`src/mips_pkg.sv`:
```
package mips_pkg;

    ////////////////////
    // Widths
    ////////////////////

    typedef logic [31:0] word_t;        // Data and address word
    typedef logic [4:0]  reg_addr_t;    // Register index
    typedef logic [5:0]  op_t;          // Opcode or funct field
    typedef logic [3:0]  alu_ctrl_t;    // ALU and hi/lo operation
    typedef logic [1:0]  sel_wa_t;      // Write address select
    typedef logic [1:0]  sel_result_t;  // Writeback source
    typedef logic [1:0]  sel_pc_t;      // Next pc source

    ////////////////////
    // Opcodes
    ////////////////////

    localparam op_t OPCODE_R    = 6'h00;
    localparam op_t OPCODE_J    = 6'h02;
    localparam op_t OPCODE_JAL  = 6'h03;
    localparam op_t OPCODE_BEQ  = 6'h04;
    localparam op_t OPCODE_ADDI = 6'h08;
    localparam op_t OPCODE_LW   = 6'h23;
    localparam op_t OPCODE_SW   = 6'h2b;

    // R-type funct codes
    localparam op_t FUNCT_JR    = 6'h08;
    localparam op_t FUNCT_MFHI  = 6'h10;
    localparam op_t FUNCT_MFLO  = 6'h12;
    localparam op_t FUNCT_MULTU = 6'h19;
    localparam op_t FUNCT_DIVU  = 6'h1b;
    localparam op_t FUNCT_ADD   = 6'h20;
    localparam op_t FUNCT_SUB   = 6'h22;
    localparam op_t FUNCT_AND   = 6'h24;
    localparam op_t FUNCT_OR    = 6'h25;
    localparam op_t FUNCT_SLT   = 6'h2a;

    ////////////////////
    // ALU codes
    ////////////////////

    localparam alu_ctrl_t ADD_AC   = 4'd0;
    localparam alu_ctrl_t SUB_AC   = 4'd1;
    localparam alu_ctrl_t AND_AC   = 4'd2;
    localparam alu_ctrl_t OR_AC    = 4'd3;
    localparam alu_ctrl_t SLT_AC   = 4'd4;
    localparam alu_ctrl_t MULTU_AC = 4'd5;   // Loads hi/lo with product
    localparam alu_ctrl_t DIVU_AC  = 4'd6;   // Loads hi/lo with rem/quot
    localparam alu_ctrl_t MFHI_AC  = 4'd7;
    localparam alu_ctrl_t MFLO_AC  = 4'd8;
    localparam alu_ctrl_t JR_AC    = 4'd9;   // ALU idle, pc takes rs

    // Mux selects
    localparam sel_wa_t     SEL_WA_RT     = 2'd0;
    localparam sel_wa_t     SEL_WA_RD     = 2'd1;
    localparam sel_wa_t     SEL_WA_RA     = 2'd2;   // Link register 31
    localparam sel_result_t SEL_RES_ALU   = 2'd0;
    localparam sel_result_t SEL_RES_MEM   = 2'd1;
    localparam sel_result_t SEL_RES_PC4   = 2'd2;
    localparam sel_result_t SEL_RES_HILO  = 2'd3;
    localparam sel_pc_t     SEL_PC_SEQ    = 2'd0;   // pc+4 or branch
    localparam sel_pc_t     SEL_PC_JUMP   = 2'd1;
    localparam sel_pc_t     SEL_PC_REG    = 2'd2;

endpackage

```
`src/muldiv_unit.sv`:
```
`timescale 1ns/1ns

module muldiv_unit
    import mips_pkg::*;
(
    input  logic      clk,
    input  logic      arst_n,
    input  word_t     a,
    input  word_t     b,
    input  alu_ctrl_t alu_ctrl,
    output word_t     hilo_out
);

    word_t       hi;
    word_t       lo;
    logic [63:0] product;
    word_t       quot;
    word_t       rem;

    assign product = a * b;   // Unsigned 64-bit product

    // Divide by zero gives all-ones quotient, dividend as remainder
    assign quot = (b == '0) ? '1 : a / b;
    assign rem  = (b == '0) ? a  : a % b;

    ////////////////////
    // hi/lo registers
    ////////////////////

    always_ff @(posedge clk or negedge arst_n) begin
        if (!arst_n) begin
            hi <= '0;
            lo <= '0;
        end else if (alu_ctrl == MULTU_AC) begin
            hi <= product[63:32];
            lo <= product[31:0];
        end else if (alu_ctrl == DIVU_AC) begin
            hi <= rem;
            lo <= quot;
        end
    end

    assign hilo_out = (alu_ctrl == MFHI_AC) ? hi : lo;   // mflo otherwise

endmodule

```
`config.mk`:
```
export PLATFORM = sky130hd
export DESIGN_NAME = muldiv_unit
export DESIGN_NICKNAME = d
export VERILOG_FILES = /design/src/mips_pkg.sv /design/src/muldiv_unit.sv
export SDC_FILE = /design/constraint.sdc
export NUM_CORES = 2
export LEC_CHECK = 0
export BUFFER_PORTS_ARGS = -buffer_cell sky130_fd_sc_hd__buf_4
export CORE_ASPECT_RATIO = 2
export CORE_UTILIZATION = 35
export DETAILED_ROUTE_END_ITERATION = 6
export PLACE_DENSITY_LB_ADDON = 0.08
export RECOVER_POWER = 100
export SETUP_SLACK_MARGIN = 0.02
export SLEW_MARGIN = 5
export SYNTH_ARGS = -nofsm -noshare
export SYNTH_HDL_FRONTEND = slang
export SYNTH_SLANG_ARGS = --single-unit
```
`constraint.sdc`:
```
create_clock -name clk -period 1.73 [get_ports clk]
set_clock_uncertainty 0.1 [all_clocks]
set_input_delay 0.0865 -clock clk [delete_from_list [all_inputs] [get_ports clk]]
set_output_delay 0.0865 -clock clk [all_outputs]
set_load 0.02 [all_outputs]
```
=== Yosys cells after proc, flatten, opt, wreduce, memory -nomap -nowiden ===
Index checks and enable logic that the tools add are counted.

* Register bits: 64
* Bits of input ports: 70
* Word-level logic and storage cells: 17

* Multipliers: 1
* Div/mod/pow operators: 2
* Equal/unequal tests: 3
* Mux-type cells: 7
* Reductions and logical operators: 2

{| class="wikitable"
|+ Operator list
! kind !! number
|-
| two-way mux 32 bit || 7
|-
| multiplier 32 x 32 -> 64 bit || 1
|-
| divider 32 x 32 -> 32 bit || 1
|-
| logical NOT 32 bit || 1
|-
| modulo 32 x 32 -> 32 bit || 1
|-
| == test 4 x 3 -> 1 bit, second input constant || 3
|-
| nonzero test 2 bit || 1
|}

=== Longest topological paths before layout ===
* Word-level depth: 4
* Mapped depth: 342
* Mapped depth without buffers: 310

=== Worst setup path after synthesis ===
OpenSTA, ideal clock, no wires.

* Path type: input-to-reg
* Start: input b[18]
* End: register hi[30]
* Arrival time: 70.313 ns
* Required time: 1.495 ns
* Path slack: -68.818 ns
* Stages: 303
* Buffers on the path: 48
* Cells stage by stage: clkbuf_1 > inv_1 > clkbuf_1 > and3_1 > nand2_1 > nor3_1 > a21oi_1 > a21oi_1 > ha_1 > o21a_1 > or2_2 > and4_1 > mux2i_1 > ha_1 > o211ai_1 > a31o_2 > or3_4 > a21o_1 > [... 267 more ...] > clkbuf_1 > clkbuf_1 > o21a_1 > ha_1 > a21o_1 > a21oi_1 > a21oi_1 > o41a_1 > o41ai_1 > o31a_1 > nand2b_1 > a311oi_1 > o22ai_1 > clkbuf_1 > clkbuf_1 > o311ai_0 > o21ai_0 > a32oi_1

* Longest elaborated chain between the ends: 4

{| class="wikitable"
|+ RTL lines
! item !! RTL line !! RTL
|-
| start, declared || muldiv_unit.sv:9 || <nowiki>input word_t b,</nowiki>
|-
| modulo 32 x 32 -> 32 bit / logical NOT 32 bit (equally long branches) || muldiv_unit.sv:24 || <nowiki>assign rem = (b == '0) ? a : a % b;</nowiki>
|-
| two-way mux 32 bit || muldiv_unit.sv:24 ||
|-
| two-way mux 32 bit || muldiv_unit.sv:37 || <nowiki>end else if (alu_ctrl == DIVU_AC) begin</nowiki>
|-
| two-way mux 32 bit (*) || muldiv_unit.sv:34 || <nowiki>end else if (alu_ctrl == MULTU_AC) begin</nowiki>
|-
| end signal, assigned || muldiv_unit.sv:35 || <nowiki>hi <= product[63:32];</nowiki>
|-
| end signal, assigned || muldiv_unit.sv:38 || <nowiki>hi <= rem;</nowiki>
|-
| end, declared || muldiv_unit.sv:14 || <nowiki>word_t hi;</nowiki>
|}

Mark *: on every way between the ends. The rest lies on a longest branch, timed or not. The select of a mux whose other input is x is not followed.
A chain may end at the register's enable or synchronous reset.

=== Worst setup path in the final report ===
* Start: input b[6]
* End: register hi[19]

Same word-level chain as after synthesis.

==> summary.txt <==
STA
  – Unrepaired setup endpoints after global routing: yes
  – Worst slew margin: a little under a quarter
  – Max Slew Vio Count: 0
  – Final Hold Violating Endpoints: 0
  – Tcrit/Tclk final: 3660%
  – Max Fclk: 15.8 MHz
  – Final setup violating endpoints: ~120
  – Tightest Pin Transition: 1.14 ns
  – Post-Route Setup TNS: -2828.01 ns
  – Period minus WS final: roughly 63 ns
  – Final WS setup: -61.53 ns

Detailed routing
  – DRC violations left: 1
  – Via count: 82.4k
  – TritonRoute pass-1 iters: 7
  – Final wirelength: between 400 and 500 mm
  – Starting DRT DRC Count: ~5.9k
  – Routed vias/inst: about 5.8
  – WL/cell: 31.6 um
  – Post-route antenna net violation count: 0

Global routing
  – Gr usage total: between 40% and 50%
  – Grt met3 use: 13.4%
  – Initial antenna violation count: 48
  – Met2 Track Usage GR: between 70% and 80%
  – Met1 GRT Util: between 40% and 50%
  – Top Usage Layer GRT: met2
  – Total congestion overflow: 0
  – Vias in the first global route: between 80k and 90k
  – First-pass GRT wire length: 624 mm
  – Pin count of the biggest net entering global routing: 38

Synth
  – Top cell type's share of synthesized area: between 20% and 30%
  – Syn Nets: approximately 10k
  – Mean Syn Cell Area: between 7 and 8 sq um
  – Post-synth top area cell: fa_1
  – Post-Synthesis Cells: 8,684
  – Synth warn: 0
  – Post-synth EDFFs: 0
  – Yosys cell types: approximately 110
  – Ys flop type: dfrtp_1
  – Mapped Area: roughly 66,000 sq um
  – Fraction of registers with async set/reset: 100%
  – Main area contributors after synthesis: fa_1, ha_1, nand2_1
  – Post-synthesis sequential area ratio: 2.42%
  – #FFs+latches synth: between 60 and 70

Finish
  – Share of cells above drive strength 1: approximately 37%
  – Fin nets: 13.4k
  – Area Overhead vs Synth: 52.1%
  – Most frequent cells in the layout: buf_4, nand2_1, inv_1
  – Final Cell Area: approximately 100,000 sq um
  – Final core occ: between 50 and 60%
  – Most common cell after layout, fill and taps aside: buf_4
  – # fillers: 18.6k

Clock network
  – Skew-Pair Late Insertion Delay: about 0.35 ns
  – Sink Count: 64
  – Total CTS buffers: 9
  – CTS H-tree lvls: 3
  – Reg clk slew, reported paths: approximately 0.07 ns
  – Root Buffer: clkbuf_16
  – CTS tree: yes
  – Largest buffer count on any clock path: 2

Floorplanning
  – Die Ht: between 600 and 700 um
  – Top-Level Pins: between 100 and 150
  – Row count: between 200 and 250
  – CORE AREA: roughly 190,000 sq um
  – DIE AREA: between 150,000 and 200,000 sq um
  – Die width: a little over 300 um
  – Initial Util: about a third

Pwr
  – Leak: ~50 nW
  – Worst vdd ir: about 0.0045 V
  – Power per Cell Area: 2470 nW/um^2

Setup path
  – CP max stage cell: or4_4
  – Max FO, Critical Path: 15
  – Startpoint Class: input port
  – CP dominant cell by count: buf_4
  – CP Data Arrival Time: about 63 ns
  – Kind of critical path: in2reg
  – Req. time, crit path: around 1.9 ns
  – CP peak stage delay: ~0.6 ns
  – Nature of the critical path endpoint: flip-flop

Status
  – Status: complete, but fails checks
  – Failing checks: DRC, setup timing

Placed design
  – Port Buffers: a little over 100
  – HPWL after DPL: ~360 mm
  – Placed cell area: 94,000 sq um
  – Post-Place Worst Slack: -67.66 ns
  – GPL Wtd Cong: roughly 1.2

Job
  – Max cap viols: 0

Worst hold path
  – Min-delay worst type: in2reg
==> timing repair <==
action	4_1_cts	5_1_grt
pin swaps	228	189
resized for setup	609	355
endpoints found under the setup margin	95	95
hold buffers	1	0
buffers inserted	146	80
hold endpoints to repair	20	0
gates cloned	5	1
==> worst max-delay path: cells and delay by family <==
family,cells,cell delay (ns)
adders and majority gates,31,7.90
and+or+nand+nor,73,15.97
xor gates and xnor gates,1,0.11
buffers and inverters,60,8.99
AOI/OAI and AO/OA,145,29.02
muxes,4,1.11
==> flip-flops by register name, indices dropped and copies added, names as in the netlist <==
register,flops
hi,32
lo,32
==> final cells by class <==
class / count / area, sq um / share of cell area, %
sequential: 64 / 1600 / 1.59
clock inverter: 6 / 67.6 / 0.0670
tap: 2497 / 3120 / 3.10
antenna: 26 / 65.1 / 0.0646
timing repair buffer: 3368 / 26700 / 26.5
inverter: 1151 / 4330 / 4.29
multi-input combinational: 7066 / 64700 / 64.2
clock buffer: 10 / 239 / 0.237
==> metal layers <==
metal  vias up  share of wire, %
li1      35300                 -
met1     40400                29
met2      4206                48
met3      2492               7.8
met4        20                16
met5         -             0.030
==> cell usage after synthesis, drive strengths merged, types with 18 or more instances <==
master	n
xnor2	266
mux2i	27
or3	66
a21oi	504
nor2	599
a21o	195
or2	43
o21a	153
o21ai	361
ha	796
o211ai	74
nor3	155
nand2b	53
nand3	164
a31oi	99
nor4	47
o31a	19
o31ai	53
dfrtp	64
a21boi	24
nand2	1343
inv	1148
clkbuf	339
a211oi	71
a2111oi	18
and3	65
a22oi	19
a211o	34
o22ai	47
o21bai	50
mux2	72
fa	897
xor2	159
nor2b	56
o221ai	25
nand4	52
buf	65
and2	164
==> report_power, final <==
part	switching [W]	internal, W
Sequential	0.000597	0.00221
Combinational	0.132	0.113
Clock	0.000848	0.00116
Total	0.133	0.116
==> cell families after synthesis <==
group	share of synthesized area (%)
AO/OA/AOI/OAI	19.8
flip-flops	2.42
XOR/XNOR	5.62
adder cells (fa/ha/maj)	42.1
AND/OR/NAND/NOR	19.5
multiplexers	1.63
buffers and inverters	8.85
==> metrics by stage <==
| stage | hold slack [ns] | total power (W) | instances |
|---|---|---|---|
| CTS | 0.159 | 0.245 | 14100 |
| global route | 0.277 | 0.256 | 14200 |
| finish | 0.243 | 0.249 | 14200 |
| detailed placement | -0.00149 | 0.242 | 13900 |
| global placement | -0.00827 | 0.240 | 13900 |
| floorplan | -0.309 | 0.119 | 8684 |
==> path summary, 6_finish.rpt <==
| kind | startpoint | end | slack, ns | cells past startpoint |
|---|---|---|---|---|
| worst min-delay path | alu_ctrl[0] | hi[21] | 0.24 | 4 |
| max in group asynchronous | arst_n | hi[11] | -0.07 | 3 |
| min in group asynchronous | arst_n | lo[10] | 0.38 | 2 |
| worst max register to register | hi[31] | hi[31] | 0.45 | 4 |
| worst min register to register | hi[6] | hi[6] | 0.42 | 1 |
| worst max-delay path | b[6] | hi[19] | -61.53 | 314 |
(Power assumes the default switching activity.)
