File: src/mips_pkg.sv
package mips_pkg;

    ////////////////////
    // Widths
    ////////////////////

    typedef logic [31:0] word_t;        // Data and address word
    typedef logic [4:0]  reg_addr_t;    // Register index
    typedef logic [5:0]  op_t;          // Opcode or funct field
    typedef logic [3:0]  alu_ctrl_t;    // ALU and hi/lo operation
    typedef logic [1:0]  sel_wa_t;      // Write address select
    typedef logic [1:0]  sel_result_t;  // Writeback source
    typedef logic [1:0]  sel_pc_t;      // Next pc source

    ////////////////////
    // Opcodes
    ////////////////////

    localparam op_t OPCODE_R    = 6'h00;
    localparam op_t OPCODE_J    = 6'h02;
    localparam op_t OPCODE_JAL  = 6'h03;
    localparam op_t OPCODE_BEQ  = 6'h04;
    localparam op_t OPCODE_ADDI = 6'h08;
    localparam op_t OPCODE_LW   = 6'h23;
    localparam op_t OPCODE_SW   = 6'h2b;

    // R-type funct codes
    localparam op_t FUNCT_JR    = 6'h08;
    localparam op_t FUNCT_MFHI  = 6'h10;
    localparam op_t FUNCT_MFLO  = 6'h12;
    localparam op_t FUNCT_MULTU = 6'h19;
    localparam op_t FUNCT_DIVU  = 6'h1b;
    localparam op_t FUNCT_ADD   = 6'h20;
    localparam op_t FUNCT_SUB   = 6'h22;
    localparam op_t FUNCT_AND   = 6'h24;
    localparam op_t FUNCT_OR    = 6'h25;
    localparam op_t FUNCT_SLT   = 6'h2a;

    ////////////////////
    // ALU codes
    ////////////////////

    localparam alu_ctrl_t ADD_AC   = 4'd0;
    localparam alu_ctrl_t SUB_AC   = 4'd1;
    localparam alu_ctrl_t AND_AC   = 4'd2;
    localparam alu_ctrl_t OR_AC    = 4'd3;
    localparam alu_ctrl_t SLT_AC   = 4'd4;
    localparam alu_ctrl_t MULTU_AC = 4'd5;   // Loads hi/lo with product
    localparam alu_ctrl_t DIVU_AC  = 4'd6;   // Loads hi/lo with rem/quot
    localparam alu_ctrl_t MFHI_AC  = 4'd7;
    localparam alu_ctrl_t MFLO_AC  = 4'd8;
    localparam alu_ctrl_t JR_AC    = 4'd9;   // ALU idle, pc takes rs

    // Mux selects
    localparam sel_wa_t     SEL_WA_RT     = 2'd0;
    localparam sel_wa_t     SEL_WA_RD     = 2'd1;
    localparam sel_wa_t     SEL_WA_RA     = 2'd2;   // Link register 31
    localparam sel_result_t SEL_RES_ALU   = 2'd0;
    localparam sel_result_t SEL_RES_MEM   = 2'd1;
    localparam sel_result_t SEL_RES_PC4   = 2'd2;
    localparam sel_result_t SEL_RES_HILO  = 2'd3;
    localparam sel_pc_t     SEL_PC_SEQ    = 2'd0;   // pc+4 or branch
    localparam sel_pc_t     SEL_PC_JUMP   = 2'd1;
    localparam sel_pc_t     SEL_PC_REG    = 2'd2;

endpackage

File: src/control_unit.sv
`timescale 1ns/1ns

module control_unit
    import mips_pkg::*;
(
    input  op_t         opcode,
    input  op_t         funct,
    output logic        rf_we,
    output sel_wa_t     sel_wa,
    output logic        sel_alu_b,
    output logic        dmem_we,
    output sel_result_t sel_result,
    output sel_pc_t     sel_pc,
    output logic        branch,
    output alu_ctrl_t   alu_ctrl
);

    // Coarse ALU class from the main decoder
    localparam logic [1:0] ALU_OP_ADD   = 2'b00;
    localparam logic [1:0] ALU_OP_SUB   = 2'b01;
    localparam logic [1:0] ALU_OP_FUNCT = 2'b10;

    // Field order of the control word
    // rf_we, sel_wa, sel_alu_b, dmem_we, sel_result, sel_pc, branch, alu_op
    localparam logic [11:0] CTRL_LW    = {1'b1, SEL_WA_RT, 1'b1, 1'b0, SEL_RES_MEM,
                                          SEL_PC_SEQ, 1'b0, ALU_OP_ADD};
    localparam logic [11:0] CTRL_SW    = {1'b0, SEL_WA_RT, 1'b1, 1'b1, SEL_RES_ALU,
                                          SEL_PC_SEQ, 1'b0, ALU_OP_ADD};
    localparam logic [11:0] CTRL_BEQ   = {1'b0, SEL_WA_RT, 1'b0, 1'b0, SEL_RES_ALU,
                                          SEL_PC_SEQ, 1'b1, ALU_OP_SUB};
    localparam logic [11:0] CTRL_ADDI  = {1'b1, SEL_WA_RT, 1'b1, 1'b0, SEL_RES_ALU,
                                          SEL_PC_SEQ, 1'b0, ALU_OP_ADD};
    localparam logic [11:0] CTRL_J     = {1'b0, SEL_WA_RT, 1'b0, 1'b0, SEL_RES_ALU,
                                          SEL_PC_JUMP, 1'b0, ALU_OP_ADD};
    localparam logic [11:0] CTRL_JAL   = {1'b1, SEL_WA_RA, 1'b0, 1'b0, SEL_RES_PC4,
                                          SEL_PC_JUMP, 1'b0, ALU_OP_ADD};
    localparam logic [11:0] CTRL_R     = {1'b1, SEL_WA_RD, 1'b0, 1'b0, SEL_RES_ALU,
                                          SEL_PC_SEQ, 1'b0, ALU_OP_FUNCT};
    localparam logic [11:0] CTRL_MF    = {1'b1, SEL_WA_RD, 1'b0, 1'b0, SEL_RES_HILO,
                                          SEL_PC_SEQ, 1'b0, ALU_OP_FUNCT};
    localparam logic [11:0] CTRL_JR    = {1'b0, SEL_WA_RD, 1'b0, 1'b0, SEL_RES_ALU,
                                          SEL_PC_REG, 1'b0, ALU_OP_FUNCT};
    localparam logic [11:0] CTRL_MD    = {1'b0, SEL_WA_RD, 1'b0, 1'b0, SEL_RES_ALU,
                                          SEL_PC_SEQ, 1'b0, ALU_OP_FUNCT};
    localparam logic [11:0] CTRL_NOP   = '0;   // Plain pc+4, nothing written

    logic [1:0]  alu_op;
    logic [11:0] ctrl;

    assign {rf_we, sel_wa, sel_alu_b, dmem_we, sel_result, sel_pc, branch, alu_op} = ctrl;

    ////////////////////
    // Main decoder
    ////////////////////

    always_comb begin
        case (opcode)
            OPCODE_LW:   ctrl = CTRL_LW;
            OPCODE_SW:   ctrl = CTRL_SW;
            OPCODE_BEQ:  ctrl = CTRL_BEQ;
            OPCODE_ADDI: ctrl = CTRL_ADDI;
            OPCODE_J:    ctrl = CTRL_J;
            OPCODE_JAL:  ctrl = CTRL_JAL;
            OPCODE_R: begin
                case (funct)
                    FUNCT_ADD, FUNCT_SUB, FUNCT_AND,
                    FUNCT_OR, FUNCT_SLT:       ctrl = CTRL_R;
                    FUNCT_MFHI, FUNCT_MFLO:    ctrl = CTRL_MF;
                    FUNCT_JR:                  ctrl = CTRL_JR;   // No register write
                    FUNCT_MULTU, FUNCT_DIVU:   ctrl = CTRL_MD;   // Only hi/lo change
                    default:                   ctrl = CTRL_NOP;
                endcase
            end
            default:     ctrl = CTRL_NOP;   // Unknown opcode
        endcase
    end

    // ALU decoder
    always_comb begin
        case (alu_op)
            ALU_OP_ADD: alu_ctrl = ADD_AC;   // Address calc, addi
            ALU_OP_SUB: alu_ctrl = SUB_AC;   // beq compare
            default: begin
                case (funct)
                    FUNCT_ADD:   alu_ctrl = ADD_AC;
                    FUNCT_SUB:   alu_ctrl = SUB_AC;
                    FUNCT_AND:   alu_ctrl = AND_AC;
                    FUNCT_OR:    alu_ctrl = OR_AC;
                    FUNCT_SLT:   alu_ctrl = SLT_AC;
                    FUNCT_MULTU: alu_ctrl = MULTU_AC;
                    FUNCT_DIVU:  alu_ctrl = DIVU_AC;
                    FUNCT_MFHI:  alu_ctrl = MFHI_AC;
                    FUNCT_MFLO:  alu_ctrl = MFLO_AC;
                    FUNCT_JR:    alu_ctrl = JR_AC;
                    default:     alu_ctrl = ADD_AC;
                endcase
            end
        endcase
    end

endmodule

File: config.mk
export PLATFORM = sky130hd
export DESIGN_NAME = control_unit
export DESIGN_NICKNAME = d
export VERILOG_FILES = /design/src/mips_pkg.sv /design/src/control_unit.sv
export SDC_FILE = /design/constraint.sdc
export NUM_CORES = 1
export LEC_CHECK = 0
export BUFFER_PORTS_ARGS = -buffer_cell sky130_fd_sc_hd__clkbuf_2
export CELL_PAD_IN_SITES_DETAIL_PLACEMENT = 0
export CELL_PAD_IN_SITES_GLOBAL_PLACEMENT = 1
export CORE_MARGIN = 10
export CORE_UTILIZATION = 31
export DETAILED_ROUTE_END_ITERATION = 10
export PLACE_DENSITY_LB_ADDON = 0.1
export SYNTH_ARGS = -nofsm -noshare
export SYNTH_HDL_FRONTEND = slang
export SYNTH_SLANG_ARGS = --single-unit
export TNS_END_PERCENT = 10
File: constraint.sdc
create_clock -name vclk -period 2.2
set_clock_uncertainty 0.1 [all_clocks]
set_input_delay 0.44 -clock vclk [all_inputs]
set_output_delay 0.44 -clock vclk [all_outputs]
set_load 0.005 [all_outputs]
# [Yosys cells after proc, flatten, opt, wreduce, memory -nomap -nowiden]
# Index checks and enable logic that the tools add are counted.
[op_classes] n_eq_ne=17 mux=4 reduce_logical=5
[op_table] op="case mux 12 bit (7 select lines)" n=1
[op_table] op="case mux 12 bit (4 select lines)" n=1
[op_table] op="equality test 6 bit, second input constant" n=7
[op_table] op="case mux 4 bit (9 select lines)" n=1
[op_table] op="equality test 6 x 5 -> 1 bit, second input constant" n=4
[op_table] op="equality test 6 x 2 -> 1 bit, second input constant" n=2
[op_table] op="equality test 6 x 4 -> 1 bit, second input constant" n=2
[op_table] op="case mux 4 bit (2 select lines)" n=1
[op_table] op="equality test 6 x 3 -> 1 bit, second input constant" n=1
[op_table] op="zero test 6 bit" n=1
[op_table] op="OR reduction 5 bit" n=1
[op_table] op="OR reduction 2 bit" n=2
[op_table] op="equality test 2 x 1 -> 1 bit, second input constant" n=1
[op_table] op="zero test 2 bit" n=1
[word_totals] regBits=0 input_bits=12 out_inout_bits=14 wordCells=26

# [Depth between registers and ports, before layout]
[logic_depth] word_depth=6 mapped_depth=5 depth_no_buf=5

# [Worst setup path before layout]
# Ideal clock, no wire load.
[synth_path] path_type="input to output" startpoint="in funct[4]" endpoint="out alu_ctrl[2]" t_arrival_ns=1.637 required_time_ns=1.660 setup_slack_ns=0.023 cell_stages=4 n_path_buf=0 cell_sequence="or4b_1 a31oi_2 o2111ai_2 nor4_2"
[synth_between] elab_chain_len=6 elab_cells_between_ends=19 classes_between="11 x eq/ne; 4 x mux; 4 x reduce/logical"
[synth_rtl] item="start: declaration" line_no="control_unit.sv:7" rtl="input op_t funct,"
[synth_rtl] item="equality test 6 bit (tied with other cells)" line_no="control_unit.sv:65, control_unit.sv:84"
[synth_rtl] item="OR reduction 5 bit / OR reduction 2 bit (equally long branches)" line_no="control_unit.sv:65" rtl="case (funct)"
[synth_rtl] item="case mux 12 bit (4 select lines)" line_no="control_unit.sv:65"
[synth_rtl] item="case mux 12 bit (7 select lines)" line_no="control_unit.sv:57" rtl="case (opcode)"
[synth_rtl] item="equality test 2 x 1 -> 1 bit / zero test 2 bit (equally long branches)" line_no="control_unit.sv:80" rtl="case (alu_op)"
[synth_rtl] item="case mux 4 bit (2 select lines) (*)" line_no="control_unit.sv:80"
[synth_rtl] item="end: declaration" line_no="control_unit.sv:15" rtl="output alu_ctrl_t alu_ctrl"
# Mark *: on every way between the ends. The rest lies on a longest branch, timed or not.

# [Worst setup path in the final report]
[layout_path] startpoint="in funct[1]" endpoint="out alu_ctrl[2]"
# Same word-level chain as after synthesis.

==> impl.org <==
** Timing
- Once routing completed, OpenROAD measured the worst setup slack at -0.216 ns.
- Worst slack on hold paths :: 1.13 ns
- Tcrit/Tclk final :: 110%
- The final count of hold timing violations was 0.
- Number of slew-limit violations in the final report :: 0
- Peak clock frequency supported by timing :: 414 MHz
- Final worst path period need :: ~2.4 ns
- Headroom to the max-slew limit came out at 77.5%.
- At the pin with the least slew margin, the transition time is 0.334 ns.
- Setup violations, final :: 6
- Unrepaired setup endpoints after global routing :: true

** Job
- Maxcap violations :: 0

** Finish
- # clk buffers :: 0
- Layout cell share with drive strength beyond 1 :: 50.4%
- For this run, the share of the core covered by cells in the final layout is 55.4%.
- From synthesis to final layout, the design area changed by 72.0%.
- Leaving out fill and tap cells, the most frequent cell in the layout is clkbuf_2.
- The final layout contains a sequential cell count of 0.
- Final-layout fill cell count :: 163
- Commonest cells after routing, fill and taps aside :: 24 x clkbuf_2, 18 x buf_4, 8 x nor2_1, 6 x a21oi_1
- 0 antenna diodes ended up in the layout.
- Total number of nets in the final design :: 131
- Seq. cell area :: 0 sq um
- The finished cells cover 816 sq um.

** Worst setup path
- The number of buffers and inverters on the critical path is 2.
- Critical path endpoint category :: output pin
- On the critical path, the stage with the largest delay is an instance of or4b_4.
- Largest stage delay on the critical path :: 0.53 ns
- Critical path, cell by cell :: buf_6 -> or4b_4 -> a31oi_4 -> o2111ai_4 -> nor4_2 -> buf_2
- Along the worst path, the maximum fanout reaches 5.
- Data arrives at the worst endpoint at 1.88 ns.
- Number of gates on the worst path with buffers counted :: 6
- WP data required :: about 1.7 ns
- Critical Path Source Type :: input pin
- The worst setup path is of the in2out kind.
- Largest delay share family, worst path :: simple AND/OR/NAND/NOR gates

** Power
- Leakage power total :: 0.000377 uW
- The worst-case IR drop observed on VDD is about 0.078 mV.
- Dividing total power by cell area gives a power density of 137 mW/mm^2.

** GRT
- Entering global routing, the biggest net connects 13 pins.
- Met2 usage :: between 10% and 20%
- Global-route met3 utilization :: 1.50%
- Total track usage :: around a tenth
- Number of global-route vias before repair :: 686
- For met1 alone, demand over resource in global routing was 13.7%.
- Grt total ovfl :: 0
- The number of antenna violations at the first check in global routing is 0.
- The global routing stage identified its most utilized layer as met2.
- Global-route wire length before repair :: 3060 um

** Synthesis
- In this run the cell area of the synthesized design comes to 474 sq um.
- By area the synthesized netlist is led by nor2_1 7.1%, a21oi_1 6.3%, nor3_1 6.3%, and3_1 5.3%, inv_1 4.7%.
- Synth unique cells :: 34
- Synthesis produced a netlist with a net count of 90.
- During synthesis, Yosys emitted a total of 0 warnings.
- After technology mapping, the gate count stands at approximately 80.
- Average size of a mapped cell :: 6.08 sq um
- Share of synthesized area occupied by flip-flops and latches :: 0%
- nor2_1 takes more of the synthesized area than any other cell.
- Top-area cell type share of the netlist area :: 7.12%

** Drt
- Number of design-rule violations left by the first detailed-router iteration :: 8
- Remaining design rule violation count :: 0
- After detailed routing, the number of vias per cell comes to 5.44.
- Post-detailed-routing wire length :: 1800 um
- Total vias in the final route :: 723
- Number of nets with antenna violations after routing :: 0
- Routed len/inst :: 13.5 um
- First-pass iteration count of the detailed router :: 4

** Floorplan
- From bottom edge to top edge, the die measures just under 60 um.
- In this run the standard cell core region covers 0.00147 sq mm.
- The die covers 0.00349 sq mm.
- The initial utilization of the core area, before any placement, comes to 32.2%.
- In this run the count of I/O pins placed on the die edge is 26.
- Number of placement rows :: 14
- The die is 59.1 um wide.

** Place
- I/O Buffers :: 26
- Instance area at placement :: 742 sq um
- Detailed placement finished with a half-perimeter wire length of 1460 um.
- The congestion estimate from routability-driven global placement came to 0.745.

** Outcome
- The run finished, with violations left.
- The checks that failed: negative setup slack.

** Hold path
- The path class of the tightest hold or removal check is in2out.
- The worst hold path passes through 3 cells.

** Clock network
- Number of setup buffers added after CTS :: 0
[layer usage]
layer	vias to the layer above	part of all wire, %
li1	372	-
met3	0	5.3
met1	329	48
met4	0	0
met2	22	46
met5	-	0
[stage by stage]
step,TNS (ns),worst slack [ns],instances,power [uW]
final,-0.915,-0.216,133,112
after global routing,-1.39,-0.281,133,122
after CTS,-1.16,-0.263,133,102
after detailed placement,-1.26,-0.270,133,98.2
after global placement,-1.11,-0.242,133,97.7
after floorplan,0,0.0226,78,46.0
[area by class of cell]
class / count / area, sq um / area share (%)
multi-input combinational: 66 / 490 / 60.1
inverter: 6 / 22.5 / 2.76
timing repair buffer: 45 / 283 / 34.7
tap: 16 / 20.0 / 2.45
[worst paths after layout]
path	endpoint	from	slack (ns)
min	sel_result[0]	opcode[4]	1.13
max	alu_ctrl[2]	funct[1]	-0.22
[kinds of logic after synthesis]
family / Yosys count / synth area share [%]
AOI/OAI and AO/OA: 21 / 31.7
xor gates and xnor gates: 2 / 3.69
buffers and inverters: 12 / 10.0
and+or+nand+nor: 43 / 54.6
[synthesized netlist by cell type, drive strengths merged (2+ instances only)]
library cell  instances
nor4                  5
a211oi                2
and3                  4
nand3                 2
clkbuf                4
a21oi                 6
nor3                  6
nand2                 5
nor2                  9
inv                   6
a31oi                 2
xor2                  2
o21ai                 3
buf                   2
nand2b                3
or3                   2
[what timing repair did]
item / CTS / global route
pin swaps: 3 / 4
hold buffers: 0 / 0
gates resized for setup: 5 / 11
hold endpoints to repair: 0 / 0
endpoints found under the setup margin: 7 / 8
[where the power goes]
part           internal [uW]  switching (uW)  leakage (uW)
clock network              0               0             0
logic                   50.6            60.9      0.000377
registers                  0               0             0
total                   50.6            60.9      0.000377
(Power assumes the default switching activity.)
