`config.mk`:
```
export PLATFORM = sky130hd
export DESIGN_NAME = pc_unit
export DESIGN_NICKNAME = d
export VERILOG_FILES = /design/src/mips_pkg.sv /design/src/pc_unit.sv
export SDC_FILE = /design/constraint.sdc
export NUM_CORES = 1
export LEC_CHECK = 0
export ABC_AREA = 0
export BUFFER_PORTS_ARGS = -buffer_cell sky130_fd_sc_hd__buf_2
export CORE_MARGIN = 8
export CORE_UTILIZATION = 45
export DETAILED_ROUTE_END_ITERATION = 10
export PLACE_DENSITY_LB_ADDON = 0.25
export SYNTH_ARGS = -nofsm -noshare
export SYNTH_HDL_FRONTEND = slang
export SYNTH_SLANG_ARGS = --single-unit
```
`constraint.sdc`:
```
create_clock -name clk -period 3.53 [get_ports clk]
set_input_delay 0.8825 -clock clk [delete_from_list [all_inputs] [get_ports clk]]
set_output_delay 0.8825 -clock clk [all_outputs]
set_load 0.1 [all_outputs]
```
`src/mips_pkg.sv`:
```
package mips_pkg;

    ////////////////////
    // Widths
    ////////////////////

    typedef logic [31:0] word_t;        // Data and address word
    typedef logic [4:0]  reg_addr_t;    // Register index
    typedef logic [5:0]  op_t;          // Opcode or funct field
    typedef logic [3:0]  alu_ctrl_t;    // ALU and hi/lo operation
    typedef logic [1:0]  sel_wa_t;      // Write address select
    typedef logic [1:0]  sel_result_t;  // Writeback source
    typedef logic [1:0]  sel_pc_t;      // Next pc source

    ////////////////////
    // Opcodes
    ////////////////////

    localparam op_t OPCODE_R    = 6'h00;
    localparam op_t OPCODE_J    = 6'h02;
    localparam op_t OPCODE_JAL  = 6'h03;
    localparam op_t OPCODE_BEQ  = 6'h04;
    localparam op_t OPCODE_ADDI = 6'h08;
    localparam op_t OPCODE_LW   = 6'h23;
    localparam op_t OPCODE_SW   = 6'h2b;

    // R-type funct codes
    localparam op_t FUNCT_JR    = 6'h08;
    localparam op_t FUNCT_MFHI  = 6'h10;
    localparam op_t FUNCT_MFLO  = 6'h12;
    localparam op_t FUNCT_MULTU = 6'h19;
    localparam op_t FUNCT_DIVU  = 6'h1b;
    localparam op_t FUNCT_ADD   = 6'h20;
    localparam op_t FUNCT_SUB   = 6'h22;
    localparam op_t FUNCT_AND   = 6'h24;
    localparam op_t FUNCT_OR    = 6'h25;
    localparam op_t FUNCT_SLT   = 6'h2a;

    ////////////////////
    // ALU codes
    ////////////////////

    localparam alu_ctrl_t ADD_AC   = 4'd0;
    localparam alu_ctrl_t SUB_AC   = 4'd1;
    localparam alu_ctrl_t AND_AC   = 4'd2;
    localparam alu_ctrl_t OR_AC    = 4'd3;
    localparam alu_ctrl_t SLT_AC   = 4'd4;
    localparam alu_ctrl_t MULTU_AC = 4'd5;   // Loads hi/lo with product
    localparam alu_ctrl_t DIVU_AC  = 4'd6;   // Loads hi/lo with rem/quot
    localparam alu_ctrl_t MFHI_AC  = 4'd7;
    localparam alu_ctrl_t MFLO_AC  = 4'd8;
    localparam alu_ctrl_t JR_AC    = 4'd9;   // ALU idle, pc takes rs

    // Mux selects
    localparam sel_wa_t     SEL_WA_RT     = 2'd0;
    localparam sel_wa_t     SEL_WA_RD     = 2'd1;
    localparam sel_wa_t     SEL_WA_RA     = 2'd2;   // Link register 31
    localparam sel_result_t SEL_RES_ALU   = 2'd0;
    localparam sel_result_t SEL_RES_MEM   = 2'd1;
    localparam sel_result_t SEL_RES_PC4   = 2'd2;
    localparam sel_result_t SEL_RES_HILO  = 2'd3;
    localparam sel_pc_t     SEL_PC_SEQ    = 2'd0;   // pc+4 or branch
    localparam sel_pc_t     SEL_PC_JUMP   = 2'd1;
    localparam sel_pc_t     SEL_PC_REG    = 2'd2;

endpackage

```
`src/pc_unit.sv`:
```
`timescale 1ns/1ns

module pc_unit
    import mips_pkg::*;
#(
    parameter word_t RESET_PC = '0
) (
    input  logic        clk,
    input  logic        arst_n,
    input  sel_pc_t     sel_pc,
    input  logic        branch,
    input  logic        zero,
    input  word_t       imm_ext,
    input  logic [25:0] jump_index,
    input  word_t       rs_value,
    output word_t       pc,
    output word_t       pc_plus4
);

    word_t branch_target;
    word_t jump_target;
    word_t pc_next;

    assign pc_plus4      = pc + 32'd4;
    assign branch_target = pc_plus4 + {imm_ext[29:0], 2'b00};   // Word offset
    assign jump_target   = {pc_plus4[31:28], jump_index, 2'b00};    // Same 256MB region

    // Next pc
    always_comb begin
        case (sel_pc)
            SEL_PC_SEQ:  pc_next = (branch && zero) ? branch_target : pc_plus4;
            SEL_PC_JUMP: pc_next = jump_target;
            SEL_PC_REG:  pc_next = rs_value;   // jr
            default:     pc_next = pc_plus4;
        endcase
    end

    always_ff @(posedge clk or negedge arst_n) begin
        if (!arst_n) begin
            pc <= RESET_PC;
        end else begin
            pc <= pc_next;
        end
    end

endmodule

```
# [Yosys cells after proc, flatten, opt, wreduce, memory -nomap -nowiden]
# Index checks and enable logic that the tools add are counted.
[op_classes] add_sub_neg=2 eq_ne=2 muxes=2 reduce_logical=2
[ops] operator="$pmux W32 S3" count=1
[ops] operator="$add A32 B3 Y32 const B" count=1
[ops] operator="$add A32 B32 Y32" count=1
[ops] operator="$mux W32" count=1
[ops] operator="$eq A2 B1 Y1 const B" count=1
[ops] operator="$eq A2 B2 Y1 const B" count=1
[ops] operator="$logic_not A2 Y1" count=1
[ops] operator="$logic_and A1 B1 Y1" count=1
[word_totals] ff_bits=32 inputBits=96 out_inout_bits=64 wordCells=9

# [Longest topological paths before layout]
# Gate-level depths: netlist of run 1.
[depth] word_depth=4 depth_mapped=17 depth_no_buf=17

# [Worst setup path before layout of run 1]
# OpenSTA, ideal clock, no wires.
[synth_timing] path_type="flip-flop to flip-flop" start="register pc[2]" end="register pc[29]" setup_time_ns=0.133 arrival_time_ns=5.840 required_ns=3.397 setup_slack_ns=-2.443 path_stages_with_launch=18 n_path_buf=1 period_less_slack_ns=5.973 cell_sequence="dfrtp_1 > ha_1 > and3_1 > and2_1 > nand3_2 > nor2_1 > nand3_1 > xnor2_1 > ha_1 > clkbuf_1 > a21o_1 > a211oi_1 > o211ai_2 > a21oi_2 > o21bai_1 > a211oi_1 > xor2_1 > o21ai_1"
[synth_via] elab_chain_len=4
[synth_lines] item="from (decl)" line="pc_unit.sv:16" text="output word_t pc,"
[synth_lines] item="from (signal assigned)" line="pc_unit.sv:42" text="pc <= pc_next;"
[synth_lines] item="$add A32 B3 Y32" line="pc_unit.sv:24" text="assign pc_plus4 = pc + 32'd4;"
[synth_lines] item="net pc_plus4[20]" line="pc_unit.sv:17" text="output word_t pc_plus4"
[synth_lines] item="$add A32 B32 Y32" line="pc_unit.sv:25" text="assign branch_target = pc_plus4 + {imm_ext[29:0], 2'b00};"
[synth_lines] item="$mux W32" line="pc_unit.sv:31" text="SEL_PC_SEQ: pc_next = (branch && zero) ? branch_target : pc_plus4;"
[synth_lines] item="$pmux W32 S3" line="pc_unit.sv:30" text="case (sel_pc)"
[synth_lines] item="net pc_next[29]" line="pc_unit.sv:22" text="word_t pc_next;"
# The timed path passes the listed nets, and every way through them passes these cells.

# [Worst setup path after layout of run 1]
[layout_timing] start="register pc[6]" end="output port pc_plus4[31]"
[layout_via] elab_chain_len=1
[layout_lines] item="$add A32 B3 Y32" line="pc_unit.sv:24"
[layout_lines] item="to (decl)" line="pc_unit.sv:17"
# No other way between the ends.

==> impl_summary.log, run 1 <==
INFO  metric status = finished clean
INFO  metric initial_cell_density_of_the_core = 46.63%
INFO  metric cts-htree-levels = 2
INFO  metric worstPathRequired = 2.65 ns
INFO  metric fillCellCount = 664
INFO  metric die-width = 108.3 um
INFO  metric report.final.slew_viol_count = 0
INFO  metric grt_start_max_net_pins = 33
INFO  metric layout.area.seq = 845.8 um^2
INFO  metric avgRoutedWirePerCell = 19.53 um
INFO  metric ys_async_sr_fraction = 100.0%
INFO  metric synth_seq_area_share = 20.90%
INFO  metric ant_nets = 0
INFO  metric cts_buffers = 5
INFO  metric drt_iter0_drc = 369
INFO  metric registers.top_by_ff_count = pc
INFO  metric routed_wl = 15190 um
INFO  metric worstSkewPairLatency = 0.28 ns
INFO  metric port_buffers = 157
INFO  metric mostFrequentLayoutCells = sky130_fd_sc_hd__buf_2 (150), sky130_fd_sc_hd__buf_4 (63), sky130_fd_sc_hd__nand2_1 (43)
INFO  metric worst_path_setup_slack_after_routing = 0.08551 ns
INFO  metric syn_avg_cell_area = 8.204 um^2
INFO  metric vdd.ir_drop.worst = 0.3837 mV
INFO  metric worst_setup_path_class = register to output pin
INFO  metric reg2reg_depth = 17
INFO  metric drc_viols = 0
INFO  metric yosys_warnings = 0
INFO  metric reg2reg_setup_slack = 0.09 ns
INFO  metric pin_count = 160
INFO  metric timing.slew.headroom = 46.99%
INFO  metric postSynthRegisterBits = 32
INFO  metric core = 8217 um^2
INFO  metric cell_at_the_root_of_the_clock_tree = sky130_fd_sc_hd__clkbuf_8
INFO  metric static-leakage-power = 2.853 nW
INFO  metric die-area = 11720 um^2
INFO  metric top_flip_flop_cell_by_instance_count_after_synthesis = sky130_fd_sc_hd__dfrtp_1
INFO  metric worst_pin_slew = 0.7952 ns
INFO  metric track_usage = 24.41%
INFO  metric die_h = 108.3 um
INFO  metric initial_antenna_violation_count = 0
INFO  metric crit_arrival = 2.56 ns
INFO  metric cap_violations = 0
INFO  metric layout.cells.most_common = sky130_fd_sc_hd__buf_2
INFO  metric post-dp-hpwl = 12080 um
INFO  metric rsz_0062_raised_after_global_routing = yes
INFO  metric worst_setup_path_end = pc_plus4[31]
INFO  metric clkSlewWorstSetupHoldPaths = 0.07 ns
INFO  metric synth-edff-count = 0
INFO  metric finish.utilization = 73.58%
INFO  metric final-hold-violation-count = 0
INFO  metric finalInstanceArea = 6046 um^2
INFO  metric worst-path-max-fanout = 5
INFO  metric largest_register_ff_count = 32
INFO  metric global_route_wire_length_before_repair = 23230 um
INFO  metric crit_path_start_kind = register
INFO  metric fin_nets = 807
INFO  metric fin_cells = 778
INFO  metric num_rows = 33
INFO  metric finalClockSkew = 0.009615 ns
INFO  metric dp_worst_setup_slack = -0.02138 ns
INFO  metric final_period_minus_worst_setup_slack = 3.444 ns
INFO  metric synth_fp_nets = 602
INFO  metric place_area = 5801 um^2
INFO  metric post-place-cells = 768
INFO  metric clock-sinks = 32
INFO  metric worst_r2r_endpoint = pc[31]
INFO  metric launch_point_of_the_worst_path = pc[6]
INFO  metric multi_input_comb_area = 3560 um^2
INFO  metric post_synth_instance_area = 3831 um^2
INFO  metric fmax = 0.2903 GHz
INFO  metric worstHoldPathType = register to register
INFO  metric insertedDiodeCount = 0
INFO  metric detail_route.vias_per_cell = 5.942
INFO  metric synthesis.instances = 467
INFO  metric worstHoldPathCells = 2
INFO  metric synth.lib_cells_used.distinct = 63
INFO  metric setup.worst_path.end_class = output pin
INFO  metric layout-drive-gt1-share = 48.14%
INFO  metric power.density = 521.1 nW/um^2
INFO  metric tritoncts = done
INFO  metric area_added_between_synthesis_and_finish = 57.81%
INFO  metric timing.final.setup_violations = 0
INFO  metric vias = 4623
INFO  metric global_route.overflow_total = 0
INFO  metric worstReg2RegStart = pc[4]
INFO  metric finalPower = 3.150 mW
INFO  metric finalWeightedCongestion = 0.9681
INFO  metric cts-root-to-sink-buffers = 2
INFO  metric min_period_over_period = 97.58%
INFO  metric reg.largest.list = pc: 32 flops
INFO  metric via_count_of_the_first_global_routing_pass = 4799
INFO  metric drt-pass1-iter-count = 9
[final cells by class]
class / count / area share (%)
multi-input cells: 401 / 58.88
repair buffers: 220 / 22.56
flip-flops and latches: 32 / 13.99
well taps: 105 / 2.173
clock buffers: 8 / 1.656
inverters: 12 / 0.7450
[metal layers]
| layer | share of wire (%) | global-route usage [%] | up-vias |
|---|---|---|---|
| met5 | 0 | 0 | - |
| met1 | 41 | 30.48 | 2198 |
| met4 | 1.8 | 5.376 | 0 |
| li1 | - | - | 2170 |
| met2 | 50 | 42.63 | 223 |
| met3 | 7.4 | 4.462 | 32 |
[timing repair]
| action | in CTS | in global routing |
|---|---|---|
| hold endpoints to repair | 0 | 0 |
| pin swaps | 0 | 10 |
| gates resized for setup | 1 | 27 |
| setup buffers | 0 | 2 |
| hold buffers | 0 | 0 |
| setup endpoints to repair | 3 | 14 |
| gates cloned | 0 | 0 |
[stage by stage]
stage,TNS [ns],hold WS (ns)
floorplan,-8.764,0.5869
global placement,0,0.5246
detailed placement,-0.03395,0.5414
CTS,0,0.5533
global route,-0.1533,0.5730
finish,0,0.5502
[cell families (layout without fill, tap and decap cells)]
family          Yosys count  count (layout)  synth area share [%]
buf+inv                  34             240                 3.559
mux                       3               3                0.8165
compound gates          170             170                 31.91
xor+xnor                 50              50                 11.43
flops                    32              32                 20.90
simple gates            139             139                 18.45
fa+ha+maj                39              39                 12.93
[worst min-delay path by stage]
stage               slack, ns   start  endpoint
detailed placement       0.54   pc[1]     pc[1]
finish                   0.55   pc[1]     pc[1]
global placement         0.52   pc[1]     pc[1]
CTS                      0.55   pc[1]     pc[1]
floorplan                0.59  arst_n     pc[0]
global route             0.57   pc[1]     pc[1]
[worst max-delay path, stage by stage (launching register included)]
cell and delay [ns]:
sky130_fd_sc_hd__dfrtp_4 0.42, sky130_fd_sc_hd__and3_4 0.18, sky130_fd_sc_hd__and4_4 0.28, sky130_fd_sc_hd__and4_4 0.27, sky130_fd_sc_hd__buf_4 0.12, sky130_fd_sc_hd__nand2b_4 0.11, sky130_fd_sc_hd__nor2_2 0.23, sky130_fd_sc_hd__xor2_4 0.20
sky130_fd_sc_hd__buf_2 0.46
[cells in the mapped netlist (12+ instances only)]
cell                        n  area share (%)
sky130_fd_sc_hd__nand2_1   43             4.2
sky130_fd_sc_hd__a21oi_1   41             5.4
sky130_fd_sc_hd__ha_1      38              12
sky130_fd_sc_hd__dfrtp_1   32              21
sky130_fd_sc_hd__xnor2_1   29             6.6
sky130_fd_sc_hd__nor2_1    28             2.7
sky130_fd_sc_hd__xor2_1    21             4.8
sky130_fd_sc_hd__o21ai_0   19             2.5
sky130_fd_sc_hd__nand3_1   18             2.4
sky130_fd_sc_hd__clkbuf_1  16             1.6
sky130_fd_sc_hd__a22oi_1   15             2.9
sky130_fd_sc_hd__a21o_1    14             2.7
sky130_fd_sc_hd__inv_1     12             1.2
[power breakdown]
part           switching, mW  internal, mW
combinational           1.56         0.731
clock                  0.148         0.178
sequential            0.0993         0.435
No activity file was read; power rests on OpenSTA's default activity.
==> run 2, diff against run 1 <==
- CTS_BUF_LIST: unset -> sky130_fd_sc_hd__clkbuf_4 sky130_fd_sc_hd__clkbuf_8
==> impl_summary.log, run 2 (synthesis gave the netlist of run 1 again) <==
INFO  metric core = 8217 um^2 (unchanged)
INFO  metric worst_path_setup_slack_after_routing = 0.07729 ns (-0.008216 ns)
INFO  metric largest_register_ff_count = 32 (unchanged)
INFO  metric reg2reg_depth = 17 (unchanged)
INFO  metric global_route.overflow_total = 0 (unchanged)
INFO  metric reg2reg_setup_slack = 0.08 ns (about the same)
INFO  metric final_period_minus_worst_setup_slack = 3.453 ns (+0.008216 ns)
INFO  metric die_h = 108.3 um (unchanged)
INFO  metric cts-root-to-sink-buffers = 2 (unchanged)
INFO  metric worst_r2r_endpoint = pc[31]
INFO  metric fin_cells = 778 (unchanged)
INFO  metric crit_buf_inv = 2 (unchanged)
INFO  metric tritoncts = done
INFO  metric worstSkewPairLatency = 0.28 ns (about the same)
INFO  metric clkSlewWorstSetupHoldPaths = 0.07 ns (about the same)
INFO  metric report.final.slew_viol_count = 0 (unchanged)
INFO  metric cts-htree-levels = 2 (unchanged)
INFO  metric finalClockSkew = 0.008481 ns (-0.001134 ns)
INFO  metric drt-pass1-iter-count = 6 (-3)
INFO  metric worstHoldPathType = register to register
INFO  metric die-area = 11720 um^2 (unchanged)
INFO  metric mostFrequentLayoutCells = sky130_fd_sc_hd__buf_2 (150), sky130_fd_sc_hd__buf_4 (63), sky130_fd_sc_hd__nand2_1 (43)
INFO  metric vdd.ir_drop.worst = 0.3820 mV (-0.43%)
INFO  metric initial_cell_density_of_the_core = 46.63% (unchanged)
INFO  metric global_route_wire_length_before_repair = 23290 um (+0.27%)
INFO  metric routed_wl = 15190 um (about the same)
INFO  metric vias = 4637 (+0.30%)
INFO  metric worstPathRequired = 3.69 ns (+1.04 ns)
INFO  metric hold_path.startpoint = pc[1]
INFO  metric area_added_between_synthesis_and_finish = 57.84% (about the same)
INFO  metric registers.top_by_ff_count = pc
INFO  metric ant_nets = 0 (unchanged)
INFO  metric slowest_delay = 0.48 ns (+0.02 ns)
INFO  metric status = finished clean
INFO  metric worst_setup_path_class = register to register
INFO  metric min_period_over_period = 97.81% (+0.23 points)
INFO  metric timing.final.setup_violations = 0 (unchanged)
INFO  metric crit_family = simple AND/OR/NAND/NOR gates
INFO  metric timing.slew.headroom = 48.69% (+1.7 points)
INFO  metric worst_pin_slew = 0.7696 ns (-0.02555 ns)
INFO  metric grt_start_max_net_pins = 33 (unchanged)
INFO  metric cell_at_the_root_of_the_clock_tree = sky130_fd_sc_hd__clkbuf_8
INFO  metric crit_chain = and3_4, and4_4, and4_4, buf_4, nand2b_4, nor2_1, buf_4, xor2_4, ha_1, and3_1, nand2_1, nor2_1, nand3_1, and4_1, nor3_2, mux2i_1, nand2_1
INFO  metric avgRoutedWirePerCell = 19.53 um (about the same)
INFO  metric cap_violations = 0 (unchanged)
INFO  metric drt_iter0_drc = 339 (-8.1%)
INFO  metric layout.cells.most_common = sky130_fd_sc_hd__buf_2
INFO  metric final-hold-violation-count = 0 (unchanged)
INFO  metric worst_setup_path_end = pc[31]
INFO  metric post-dp-hpwl = 12080 um (unchanged)
INFO  metric rsz_0062_raised_after_global_routing = yes
INFO  metric track_usage = 24.46% (+0.050 points)
INFO  metric fin_nets = 807 (unchanged)
INFO  metric setup.worst_path.end_class = register
INFO  metric num_rows = 33 (unchanged)
INFO  metric detail_route.vias_per_cell = 5.960 (+0.30%)
INFO  metric drc_viols = 0 (unchanged)
INFO  metric dp_worst_setup_slack = -0.02138 ns (unchanged)
INFO  metric die-width = 108.3 um (unchanged)
INFO  metric power.density = 522.0 nW/um^2 (+0.18%)
INFO  metric port_buffers = 157 (unchanged)
INFO  metric reg.largest.list = pc: 32 flops
INFO  metric initial_antenna_violation_count = 0 (unchanged)
INFO  metric place_area = 5801 um^2 (unchanged)
INFO  metric fmax = 0.2896 GHz (-0.24%)
INFO  metric insertedDiodeCount = 0 (unchanged)
INFO  metric clock-sinks = 32 (unchanged)
INFO  metric worst_path_max_delay_cell = sky130_fd_sc_hd__dfrtp_4
INFO  metric hold_fix_buffers_at_cts = 0 (unchanged)
INFO  metric crit_path_start_kind = register
INFO  metric via_count_of_the_first_global_routing_pass = 4816 (+0.35%)
INFO  metric pin_count = 160 (unchanged)
INFO  metric finalPower = 3.157 mW (+0.20%)
INFO  metric holdWs = 0.5507 ns (+0.0005220 ns)
INFO  metric finalInstanceArea = 6047 um^2 (about the same)
INFO  metric static-leakage-power = 2.862 nW (+0.29%)
INFO  metric launch_point_of_the_worst_path = pc[4]
INFO  metric layout-drive-gt1-share = 47.85% (-0.30 points)
INFO  metric crit_arrival = 3.61 ns (+1.05 ns)
INFO  metric worstReg2RegStart = pc[4]
INFO  metric worst-path-max-fanout = 5 (unchanged)
INFO  metric crit_cells = 17 (+9)
INFO  metric post-place-cells = 768 (unchanged)
INFO  metric finalWeightedCongestion = 0.9681 (unchanged)
INFO  metric cts_buffers = 5 (unchanged)
-- run 2: metrics by stage --
| step | TNS [ns] | util, % |
|---|---|---|
| floorplan | -8.764 | - |
| global placement | 0 | 70.60 |
| detailed placement | -0.03395 | 70.60 |
| CTS | 0 | 71.87 |
| global route | -0.1288 | 73.60 |
| finish | 0 | 73.60 |
-- run 2: metal layers --
metal | GRT usage (%) | wire length (um)
met5 | 0 | 0
met4 | 5.376 | 271
met3 | 4.462 | 1305
met2 | 42.76 | 7498
met1 | 30.51 | 6117
-- run 2: report_power, final --
group / total (mW) / switching (mW) / internal (mW) / leakage [nW]
Clock: 0.335 / 0.149 / 0.186 / 0.0549
Sequential: 0.535 / 0.100 / 0.435 / 0.381
Combinational: 2.29 / 1.56 / 0.730 / 2.43
Total: 3.16 / 1.81 / 1.35 / 2.86
-- run 2: worst min-delay path by stage --
| stage | endpoint | depth (start not counted) |
|---|---|---|
| final | pc[1] | 2 |
| after global routing | pc[1] | 2 |
| after CTS | pc[1] | 2 |
| after detailed placement | pc[1] | 2 |
| after global placement | pc[1] | 2 |
| after floorplan | pc[0] | 0 |
-- run 2: cell type report --
type | count | area, um^2
Inverter | 12 | 45.04
Multi-Input combinational cell | 401 | 3557
Timing Repair Buffer | 220 | 1364
Clock buffer | 8 | 103.9
Sequential cell | 32 | 845.8
Fill cell | 662 | 2170
Tap cell | 105 | 131.4
-- run 2: timing repair --
item                       4_1_cts  5_1_grt
buffers inserted                 0        2
pin swaps                        0       11
resized for setup                1       26
setup endpoints to repair        3       15
-- run 2: tightest hold or removal path: stages, from the launching register on --
cell                      delay [ns]
sky130_fd_sc_hd__dfrtp_1        0.39
sky130_fd_sc_hd__inv_1          0.06
sky130_fd_sc_hd__o21ai_0        0.06
